## src/cpu_isa_pkg.sv

```systemverilog
package cpu_isa_pkg;

  // ----------------------------------------
  // Instruction field widths
  // ----------------------------------------
  localparam int OPCODE_W  = 5;                  // Opcode field
  localparam int OPERAND_W = 8;                  // Data, jump or APB address
  localparam int INSTR_W   = OPCODE_W + OPERAND_W;

  // ----------------------------------------
  // Opcodes
  // ----------------------------------------
  typedef enum logic [OPCODE_W-1:0] {
    OP_NOP    = 5'h00,                           // No operation
    OP_LD     = 5'h01,                           // CR = M
    OP_LDN    = 5'h02,                           // CR = !M
    OP_AND    = 5'h03,                           // CR = CR & M
    OP_ANDN   = 5'h04,                           // CR = CR & !M
    OP_OR     = 5'h05,                           // CR = CR | M
    OP_ORN    = 5'h06,                           // CR = CR | !M
    OP_XOR    = 5'h07,                           // CR = CR ^ M
    OP_XORN   = 5'h08,                           // CR = CR ^ !M
    OP_EQU    = 5'h09,                           // CR = (CR == M)
    OP_ST     = 5'h0A,                           // M = CR
    OP_STN    = 5'h0B,                           // M = !CR
    OP_S      = 5'h0C,                           // Set M when CR is 1
    OP_R      = 5'h0D,                           // Reset M when CR is 1
    OP_JMP    = 5'h0E,                           // Unconditional jump
    OP_JMPC   = 5'h0F,                           // Jump when CR is 1
    OP_JMPCN  = 5'h10,                           // Jump when CR is 0
    OP_APB_RD = 5'h11,                           // CR = peripheral bit
    OP_APB_WR = 5'h12                            // Peripheral bit = CR
  } opcode_e;

  // ----------------------------------------
  // Instruction word
  // ----------------------------------------
  typedef struct packed {
    opcode_e                opcode;              // Upper 5 bits
    logic [OPERAND_W-1:0]   operand;             // Lower 8 bits
  } instr_t;

endpackage

```

## src/cpu_ctrl_pkg.sv

```systemverilog
package cpu_ctrl_pkg;

  // ----------------------------------------
  // Sequencer and bus states
  // ----------------------------------------
  typedef enum logic [1:0] {
    CU_IDLE     = 2'b00,                         // Waiting for cpu_run
    CU_EXEC     = 2'b01,                         // First phase of an instruction
    CU_COMPLETE = 2'b10                          // Second phase, next fetch
  } cu_state_e;

  typedef enum logic [1:0] {
    APB_IDLE   = 2'b00,
    APB_SETUP  = 2'b01,                          // psel high, penable low
    APB_ACCESS = 2'b10                           // penable high until pready
  } apb_state_e;

  // ----------------------------------------
  // Control word from the sequencer
  // ----------------------------------------
  typedef struct packed {
    logic pc_en;                                 // Increment program counter
    logic pc_ld;                                 // Load jump target
    logic pm_en;                                 // Capture instruction word
    logic cr_en;                                 // Update current result
    logic dm_en;                                 // Data memory access
    logic dm_wr;                                 // Data memory write
    logic apb_en;                                // Start an APB transfer
    logic apb_wr;                                // Transfer direction
  } cu_ctrl_t;

  // ----------------------------------------
  // APB master request
  // ----------------------------------------
  typedef struct packed {
    logic                                psel;
    logic                                penable;
    logic                                pwrite;
    logic [cpu_isa_pkg::OPERAND_W-1:0]   paddr;
    logic                                pwdata;  // Single bit peripherals
  } apb_req_t;

endpackage

```

## src/apb_master.sv

```systemverilog
`timescale 1ns/1ps

module apb_master (
  input  logic                                cpu_clk,
  input  logic                                cpu_resetn,
  input  cpu_ctrl_pkg::cu_ctrl_t              ctrl,
  input  logic [cpu_isa_pkg::OPERAND_W-1:0]   addr,
  input  logic                                cr_bit,
  input  logic                                pready,
  output cpu_ctrl_pkg::apb_req_t              apb,
  output logic                                apb_done
);

  import cpu_isa_pkg::*;
  import cpu_ctrl_pkg::*;

  apb_state_e           apb_state;
  logic                 apb_start;
  logic [OPERAND_W-1:0] paddr_q;
  logic                 pwrite_q;
  logic                 pwdata_q;

  assign apb_start = (apb_state == APB_IDLE) && ctrl.apb_en;
  assign apb_done  = (apb_state == APB_ACCESS) && pready;

  // ----------------------------------------
  // Transfer phases
  // ----------------------------------------
  always_ff @(posedge cpu_clk or negedge cpu_resetn)
  begin
    if (!cpu_resetn)
      apb_state <= APB_IDLE;
    else
    begin
      case (apb_state)
        APB_IDLE:
          if (ctrl.apb_en)
            apb_state <= APB_SETUP;
        APB_SETUP:
          apb_state <= APB_ACCESS;               // Always a single setup cycle
        APB_ACCESS:
          if (pready)
            apb_state <= APB_IDLE;
        default:
          apb_state <= APB_IDLE;
      endcase
    end
  end

  // Address, direction and data fixed for the whole transfer
  always_ff @(posedge cpu_clk)
  begin
    if (apb_start)
    begin
      paddr_q  <= addr;
      pwrite_q <= ctrl.apb_wr;
      pwdata_q <= cr_bit;
    end
  end

  assign apb = '{psel:    (apb_state != APB_IDLE),
                 penable: (apb_state == APB_ACCESS),
                 pwrite:  pwrite_q,
                 paddr:   paddr_q,
                 pwdata:  pwdata_q};

endmodule

```

## src/bit_cpu_top.sv

```systemverilog
`timescale 1ns/1ps

module bit_cpu_top #(
  parameter int DM_ADDR_W = 8,                   // Data memory address bits
  parameter int PM_ADDR_W = 8                    // Program memory address bits
) (
  input  logic                     cpu_clk,
  input  logic                     cpu_resetn,
  input  logic                     cpu_run,
  input  cpu_isa_pkg::instr_t      pm_data,      // Combinational ROM data
  output logic [PM_ADDR_W-1:0]     pm_addr,
  input  logic                     pready,
  input  logic                     prdata,
  output cpu_ctrl_pkg::apb_req_t   apb
);

  import cpu_isa_pkg::*;
  import cpu_ctrl_pkg::*;

  instr_t   ir;                                  // Instruction register
  cu_ctrl_t ctrl;
  logic     cr_bit;
  logic     store_bit;
  logic     dm_bit;
  logic     apb_done;

  always_ff @(posedge cpu_clk)
  begin
    if (ctrl.pm_en)
      ir <= pm_data;
  end

  // ----------------------------------------
  // Core blocks
  // ----------------------------------------
  cpu_sequencer u_sequencer (
    .cpu_clk    (cpu_clk),
    .cpu_resetn (cpu_resetn),
    .cpu_run    (cpu_run),
    .opcode     (ir.opcode),
    .cr_bit     (cr_bit),
    .apb_done   (apb_done),
    .ctrl       (ctrl)
  );

  program_counter #(.PM_ADDR_W(PM_ADDR_W)) u_program_counter (
    .cpu_clk    (cpu_clk),
    .cpu_resetn (cpu_resetn),
    .ctrl       (ctrl),
    .target     (ir.operand),
    .pm_addr    (pm_addr)
  );

  bit_logic_unit u_bit_logic_unit (
    .cpu_clk    (cpu_clk),
    .cpu_resetn (cpu_resetn),
    .ctrl       (ctrl),
    .opcode     (ir.opcode),
    .dm_bit     (dm_bit),
    .prdata     (prdata),
    .apb_done   (apb_done),
    .cr_bit     (cr_bit),
    .store_bit  (store_bit)
  );

  bit_data_memory #(.DM_ADDR_W(DM_ADDR_W)) u_bit_data_memory (
    .cpu_clk    (cpu_clk),
    .ctrl       (ctrl),
    .addr       (ir.operand),
    .store_bit  (store_bit),
    .dm_bit     (dm_bit)
  );

  apb_master u_apb_master (
    .cpu_clk    (cpu_clk),
    .cpu_resetn (cpu_resetn),
    .ctrl       (ctrl),
    .addr       (ir.operand),                    // Full operand is the APB address
    .cr_bit     (cr_bit),
    .pready     (pready),
    .apb        (apb),
    .apb_done   (apb_done)
  );

endmodule

```

## src/bit_data_memory.sv

```systemverilog
`timescale 1ns/1ps

module bit_data_memory #(
  parameter int DM_ADDR_W = 8                    // At most OPERAND_W
) (
  input  logic                                cpu_clk,
  input  cpu_ctrl_pkg::cu_ctrl_t              ctrl,
  input  logic [cpu_isa_pkg::OPERAND_W-1:0]   addr,
  input  logic                                store_bit,
  output logic                                dm_bit
);

  localparam int DM_DEPTH = 2**DM_ADDR_W;

  logic                 mem [0:DM_DEPTH-1];      // One bit per address
  logic [DM_ADDR_W-1:0] dm_addr;

  assign dm_addr = addr[DM_ADDR_W-1:0];          // Upper operand bits ignored

  // ----------------------------------------
  // Single port, read registered
  // ----------------------------------------
  always_ff @(posedge cpu_clk)
  begin
    if (ctrl.dm_en)
    begin
      if (ctrl.dm_wr)
        mem[dm_addr] <= store_bit;
      else
        dm_bit <= mem[dm_addr];                  // Used by CR in next phase
    end
  end

endmodule

```

## src/bit_logic_unit.sv

```systemverilog
`timescale 1ns/1ps

module bit_logic_unit (
  input  logic                     cpu_clk,
  input  logic                     cpu_resetn,
  input  cpu_ctrl_pkg::cu_ctrl_t   ctrl,
  input  cpu_isa_pkg::opcode_e     opcode,
  input  logic                     dm_bit,
  input  logic                     prdata,
  input  logic                     apb_done,
  output logic                     cr_bit,
  output logic                     store_bit
);

  import cpu_isa_pkg::*;

  logic cr_next;

  // ----------------------------------------
  // Result of the current instruction
  // ----------------------------------------
  always_comb
  begin
    cr_next = cr_bit;
    case (opcode)
      OP_LD:     cr_next = dm_bit;
      OP_LDN:    cr_next = ~dm_bit;
      OP_AND:    cr_next = cr_bit & dm_bit;
      OP_ANDN:   cr_next = cr_bit & ~dm_bit;
      OP_OR:     cr_next = cr_bit | dm_bit;
      OP_ORN:    cr_next = cr_bit | ~dm_bit;
      OP_XOR:    cr_next = cr_bit ^ dm_bit;
      OP_XORN:   cr_next = cr_bit ^ ~dm_bit;
      OP_EQU:    cr_next = (cr_bit == dm_bit);
      OP_APB_RD: cr_next = apb_done ? prdata : cr_bit;  // Valid only at end of access
      default:   cr_next = cr_bit;
    endcase
  end

  always_ff @(posedge cpu_clk or negedge cpu_resetn)
  begin
    if (!cpu_resetn)
      cr_bit <= 1'b0;
    else if (ctrl.cr_en)
      cr_bit <= cr_next;
  end

  // ----------------------------------------
  // Data written back to memory
  // ----------------------------------------
  always_comb
  begin
    case (opcode)
      OP_STN:  store_bit = ~cr_bit;
      OP_S:    store_bit = 1'b1;
      OP_R:    store_bit = 1'b0;
      default: store_bit = cr_bit;             // ST
    endcase
  end

endmodule

```

## src/cpu_sequencer.sv

```systemverilog
`timescale 1ns/1ps

module cpu_sequencer (
  input  logic                     cpu_clk,
  input  logic                     cpu_resetn,
  input  logic                     cpu_run,
  input  cpu_isa_pkg::opcode_e     opcode,
  input  logic                     cr_bit,
  input  logic                     apb_done,
  output cpu_ctrl_pkg::cu_ctrl_t   ctrl
);

  import cpu_isa_pkg::*;
  import cpu_ctrl_pkg::*;

  cu_state_e cu_state;
  cu_state_e cu_nstate;

  // ----------------------------------------
  // Decode and next state
  // ----------------------------------------
  always_comb
  begin
    ctrl      = '0;
    cu_nstate = cu_state;
    case (cu_state)
      CU_IDLE:
      begin
        ctrl.pm_en = 1'b1;                       // Keep word at address 0 loaded
        if (cpu_run)
          cu_nstate = CU_EXEC;
      end
      CU_EXEC:
      begin
        cu_nstate  = CU_COMPLETE;
        ctrl.pc_en = 1'b1;                       // pc+1 unless a jump loads
        case (opcode)
          OP_LD, OP_LDN, OP_AND, OP_ANDN, OP_OR,
          OP_ORN, OP_XOR, OP_XORN, OP_EQU:
            ctrl.dm_en = 1'b1;                   // Fetch operand bit
          OP_ST, OP_STN:
          begin
            ctrl.dm_en = 1'b1;
            ctrl.dm_wr = 1'b1;
          end
          OP_S, OP_R:
          begin
            ctrl.dm_en = 1'b1;
            ctrl.dm_wr = cr_bit;                 // Only acts when CR is set
          end
          OP_JMP:
            ctrl.pc_ld = 1'b1;
          OP_JMPC:
            ctrl.pc_ld = cr_bit;
          OP_JMPCN:
            ctrl.pc_ld = ~cr_bit;
          OP_APB_RD:
            ctrl.apb_en = 1'b1;
          OP_APB_WR:
          begin
            ctrl.apb_en = 1'b1;
            ctrl.apb_wr = 1'b1;
          end
          default:
          begin
            ctrl.pc_ld = 1'b0;                   // NOP and unknown codes
          end
        endcase
      end
      CU_COMPLETE:
      begin
        cu_nstate  = CU_EXEC;
        ctrl.pm_en = 1'b1;                       // Fetch from updated pc
        case (opcode)
          OP_LD, OP_LDN, OP_AND, OP_ANDN, OP_OR,
          OP_ORN, OP_XOR, OP_XORN, OP_EQU:
            ctrl.cr_en = 1'b1;                   // Operand bit now registered
          OP_APB_RD, OP_APB_WR:
          begin
            // Hold the instruction until the slave ends the access phase
            ctrl.pm_en = apb_done;
            ctrl.cr_en = (opcode == OP_APB_RD);
            if (!apb_done)
              cu_nstate = CU_COMPLETE;
          end
          default:
          begin
            ctrl.cr_en = 1'b0;
          end
        endcase
      end
      default:
        cu_nstate = CU_IDLE;
    endcase
  end

  // ----------------------------------------
  // State register
  // ----------------------------------------
  always_ff @(posedge cpu_clk or negedge cpu_resetn)
  begin
    if (!cpu_resetn)
      cu_state <= CU_IDLE;
    else
      cu_state <= cu_nstate;
  end

endmodule

```

## src/program_counter.sv

```systemverilog
`timescale 1ns/1ps

module program_counter #(
  parameter int PM_ADDR_W = 8                    // At most OPERAND_W
) (
  input  logic                                cpu_clk,
  input  logic                                cpu_resetn,
  input  cpu_ctrl_pkg::cu_ctrl_t              ctrl,
  input  logic [cpu_isa_pkg::OPERAND_W-1:0]   target,
  output logic [PM_ADDR_W-1:0]                pm_addr
);

  logic [PM_ADDR_W-1:0] pc_next;

  // Jump load wins over increment
  always_comb
  begin
    if (ctrl.pc_ld)
      pc_next = target[PM_ADDR_W-1:0];
    else
      pc_next = pm_addr + 1'b1;
  end

  always_ff @(posedge cpu_clk or negedge cpu_resetn)
  begin
    if (!cpu_resetn)
      pm_addr <= '0;
    else if (ctrl.pc_ld || ctrl.pc_en)
      pm_addr <= pc_next;
  end

endmodule

```

## config.mk

```make
export PLATFORM = sky130hd
export DESIGN_NAME = bit_cpu_top
export DESIGN_NICKNAME = d
export VERILOG_FILES = /design/src/cpu_isa_pkg.sv /design/src/cpu_ctrl_pkg.sv /design/src/apb_master.sv /design/src/bit_cpu_top.sv /design/src/bit_data_memory.sv /design/src/bit_logic_unit.sv /design/src/cpu_sequencer.sv /design/src/program_counter.sv
export SDC_FILE = /design/constraint.sdc
export NUM_CORES = 1
export LEC_CHECK = 0
export BUFFER_PORTS_ARGS = -buffer_cell sky130_fd_sc_hd__buf_2
export CORE_AREA = 2 2 145 147
export CTS_BUF_LIST = sky130_fd_sc_hd__clkbuf_2 sky130_fd_sc_hd__clkbuf_4 sky130_fd_sc_hd__clkbuf_8
export DETAILED_ROUTE_END_ITERATION = 6
export DIE_AREA = 0 0 147 149
export GPL_TIMING_DRIVEN = 0
export PLACE_DENSITY = 0.78
export SLEW_MARGIN = 25
export SYNTH_ARGS = -nofsm -noshare
export SYNTH_HDL_FRONTEND = slang
export SYNTH_SLANG_ARGS = --single-unit
export TNS_END_PERCENT = 1
```

## constraint.sdc

```tcl
create_clock -name cpu_clk -period 10.8 [get_ports cpu_clk]
set_input_delay 2.16 -clock cpu_clk [delete_from_list [all_inputs] [get_ports cpu_clk]]
set_output_delay 2.16 -clock cpu_clk [all_outputs]
set_load 0.02 [all_outputs]
```

==> key figures <==
Run status
  • Status: completed

Timing
  • Fin Setup TNS: 0 ns
  • Worst-Margin Slew: around 1 ns
  • Crit share post-route: 0.337
  • Crit path time final: 3.64 ns
  • Slew HR: 0.332
  • Fmax: 0.275 GHz
  • Skew final: 0.0166 ns
  • Final setup fails: 0
  • Fin worst setup slack: 7.16 ns
  • Final hold violation count: 0
  • Pins over their slew limit: 0
  • Unrepaired setup endpoints after global routing: false
  • Fin Hold WS: 0.450 ns

GRT
  • Vias in the first global route: 8,165
  • Initial antenna violation count: 0
  • Largest net degree at the start of global routing: 35
  • Grt ovf: 0
  • All-Layer GR Usage: 0.288
  • First-pass GRT wire length: 46,600 um

Power and ir drop
  • Peak supply drop: 0.000109 V
  • Sw Ratio: 0.314
  • Clock Power Share: 0.284
  • Seq pwr share: 0.433
  • Leakage: 4.63 nW
  • Internal: approximately 2.4 mW
  • Comb power frac: 0.283
  • Switching power: approximately 1.1 mW
  • PwrDens: 242 mW/mm^2

Yosys
  • Synth Area in Compound Gates: 0.0443
  • Syn Inst Count: 905
  • Largest family of logic cells by synthesized area: simple AND/OR/NAND/NOR gates
  • Mean Syn Cell Area: 14.1 um^2
  • Synth Warn #: 0
  • Mapped cell area: 0.0127 mm^2
  • Post-synth EDFFs: 280
  • #FFs+latches synth: 293
  • Mux cell area share after synthesis: 0.116
  • Ys async rst share: 0.0444
  • Top FF cell, synth: edfxtp_1
  • Synth cell types: 46
  • Post-synthesis simple-gate area fraction: 0.121
  • Adder-cell area share of the yosys netlist: 0.000982
  • Syn nets: 924
  • Post-Synth XOR/XNOR Area: 0.00481
  • Seq/Total Area, Yosys: 0.686

Setup path
  • CP max-delay cell: dfrtp_1
  • Cell class contributing the biggest share of worst-path delay: flip-flops
  • CP Max Fanout: 4
  • Crit-path max cell delay: 0.40 ns
  • Crit path kind: flop to output port
  • Bufs and invs on worst path: 1
  • Crit. End Element: output port
  • Critical Path AT: 1.48 ns
  • Critical-path cell list: or2_2 > buf_2
  • WP data required: approximately 8.6 ns
  • Startpoint types: flop

Route
  • Initial DRC count: approximately 1,000
  • Antenna Nets Post-Route: 0
  • DR WL/cell: 23.1 um
  • Drt pass-1 iters: 5
  • DRT Wirelength: 30,300 um
  • Via count: 8,249
  • Routed vias/inst: 6.29
  • Drc violations: 0

CTS
  • Max clock buf depth: 3
  • CTS Buf Count: 47
  • CTS tree: built
  • Clock Latency Late Sink: 0.57 ns
  • Post_cts resized: 0
  • Sink Count: 293
  • H-tree level count: 2
  • Count of hold-fix buffers inserted at cts: 0
  • Clk slew on worst S/H paths: 0.07 ns
  • Root Buffer: clkbuf_8
  • Post-CTS setup buffer count: 0

Floorplan
  • Chip width: 147 um
  • Core area: 0.0206 mm^2
  • Boundary Pins: 38
  • Initial core utilization: 0.620
  • Die height: 149 um
  • Die ar.: 0.0219 mm^2
  • Rows: 53

Cells and area
  • Cell Count, Final, Fillers Out: 1,312
  • N_diodes: 0
  • Post-route core utilization: 0.707
  • Nets@finish: 1,020
  • Commonest non-fill, non-tap cell in the layout: edfxtp_1
  • Syn-to-layout area delta: 14.0%
  • Commonest cells after routing, fill and taps aside: edfxtp_1, nor2_1, mux4_2
  • Share of cells above drive strength 1: 0.220

Placement
  • Inst Count DP: 1,227
  • DP Wirelength: 19,200 um
  • GP Congestion: roughly 0.9
  • Pre-CTS setup slack: 7.37 ns
  • Port Buffer Count: 37

Run
  • Max-Cap Viols: 0

Hold path
  • Min-delay worst type: flop to flop
flip-flops by register name, indices dropped and copies added, names as in the netlist:
signal	count
ir	13
u_apb_master.apb_state	2
u_apb_master.paddr_q	8
u_apb_master.pwdata_q	1
u_apb_master.pwrite_q	1
u_bit_data_memory.dm_bit	1
u_bit_data_memory.mem	256
u_bit_logic_unit.cr_bit	1
u_program_counter.pm_addr	8
u_sequencer.cu_state	2
kinds of logic (layout without fill, tap and decap cells):
kind of cell / count (synthesis) / in the layout
buffers and inverters: 74 / 206
AO/OA/AOI/OAI: 82 / 82
adder cells (fa/ha/maj): 1 / 1
multiplexers: 68 / 68
flip-flops: 293 / 293
XOR/XNOR: 7 / 7
AND/OR/NAND/NOR: 380 / 380
stage by stage:
step | cell area [um^2] | total power, mW
3_3_place_gp | 13300 | 2.49
4_1_cts | 14500 | 3.51
6_report | 14500 | 3.52
5_1_grt | 14500 | 3.64
2_1_floorplan | 12700 | 2.19
3_5_place_dp | 13500 | 2.53
Yosys cell counts, types with 2 or more instances:
cell       instances  area (um^2)
mux4_2            64         1440
or2_2              2         12.5
nor2b_1           10         62.6
o22ai_1            3         18.8
nand2b_1           6         37.5
and2_1             2         12.5
edfxtp_1         280         8410
or3_1              2         12.5
buf_4              4         30.0
mux2i_1            3         30.0
xnor2_1            3         26.3
nand2_1           55          206
nor2_1           276         1040
nand3_1            9         45.0
a22oi_1           40          300
clkbuf_1          40          150
dfrtp_1           13          325
xor2_1             4         35.0
o21ai_0            5         25.0
a211oi_1           5         37.5
a21oi_1           17         85.1
and3_1             3         18.8
inv_1              6         22.5
nand3b_1           2         15.0
a2111oi_0          2         17.5
nor3_1             7         35.0
buf_6              4         45.0
buf_2             19         95.1
nor3b_1            2         15.0
final timing paths:
| path | start | to | slack, ns | depth (start not counted) |
|---|---|---|---|---|
| max reg2reg | ir[1] | u_bit_data_memory.dm_bit | 7.31 | 8 |
| min reg2reg | ir[1] | u_apb_master.paddr_q[1] | 0.45 | 0 |
| min | ir[1] | u_apb_master.paddr_q[1] | 0.45 | 0 |
| max in group asynchronous | cpu_resetn | u_apb_master.apb_state[0] | 9.07 | 1 |
| min in group asynchronous | cpu_resetn | u_program_counter.pm_addr[1] | 1.48 | 1 |
| max | u_apb_master.apb_state[1] | apb[11] | 7.16 | 2 |
metal layers:
layer	up-vias	global-route usage	routed length (um)
li1	3547	-	-
met1	4081	0.389	11300
met2	524	0.461	14800
met3	97	0.0691	3140
met4	0	0.118	1120
met5	-	0	0
area by class of cell:
cell class | count | area (um^2)
plain buffers | 68 | 324
clock buffers | 73 | 886
well taps | 275 | 344
repair buffers | 47 | 419
inverters | 6 | 22.5
clock inverters | 12 | 111
multi-input cells | 538 | 3680
flip-flops and latches | 293 | 8730
fillers | 1401 | 6030
power by group through the flow:
stage	Sequential (mW)	Combinational, mW	Clock, mW
detailed placement	1.54	0.982	0
finish	1.52	0.996	0.998
CTS	1.52	0.985	1.00
global placement	1.67	0.820	0
global route	1.53	1.06	1.05
floorplan	1.64	0.549	0
(Power assumes the default switching activity.)
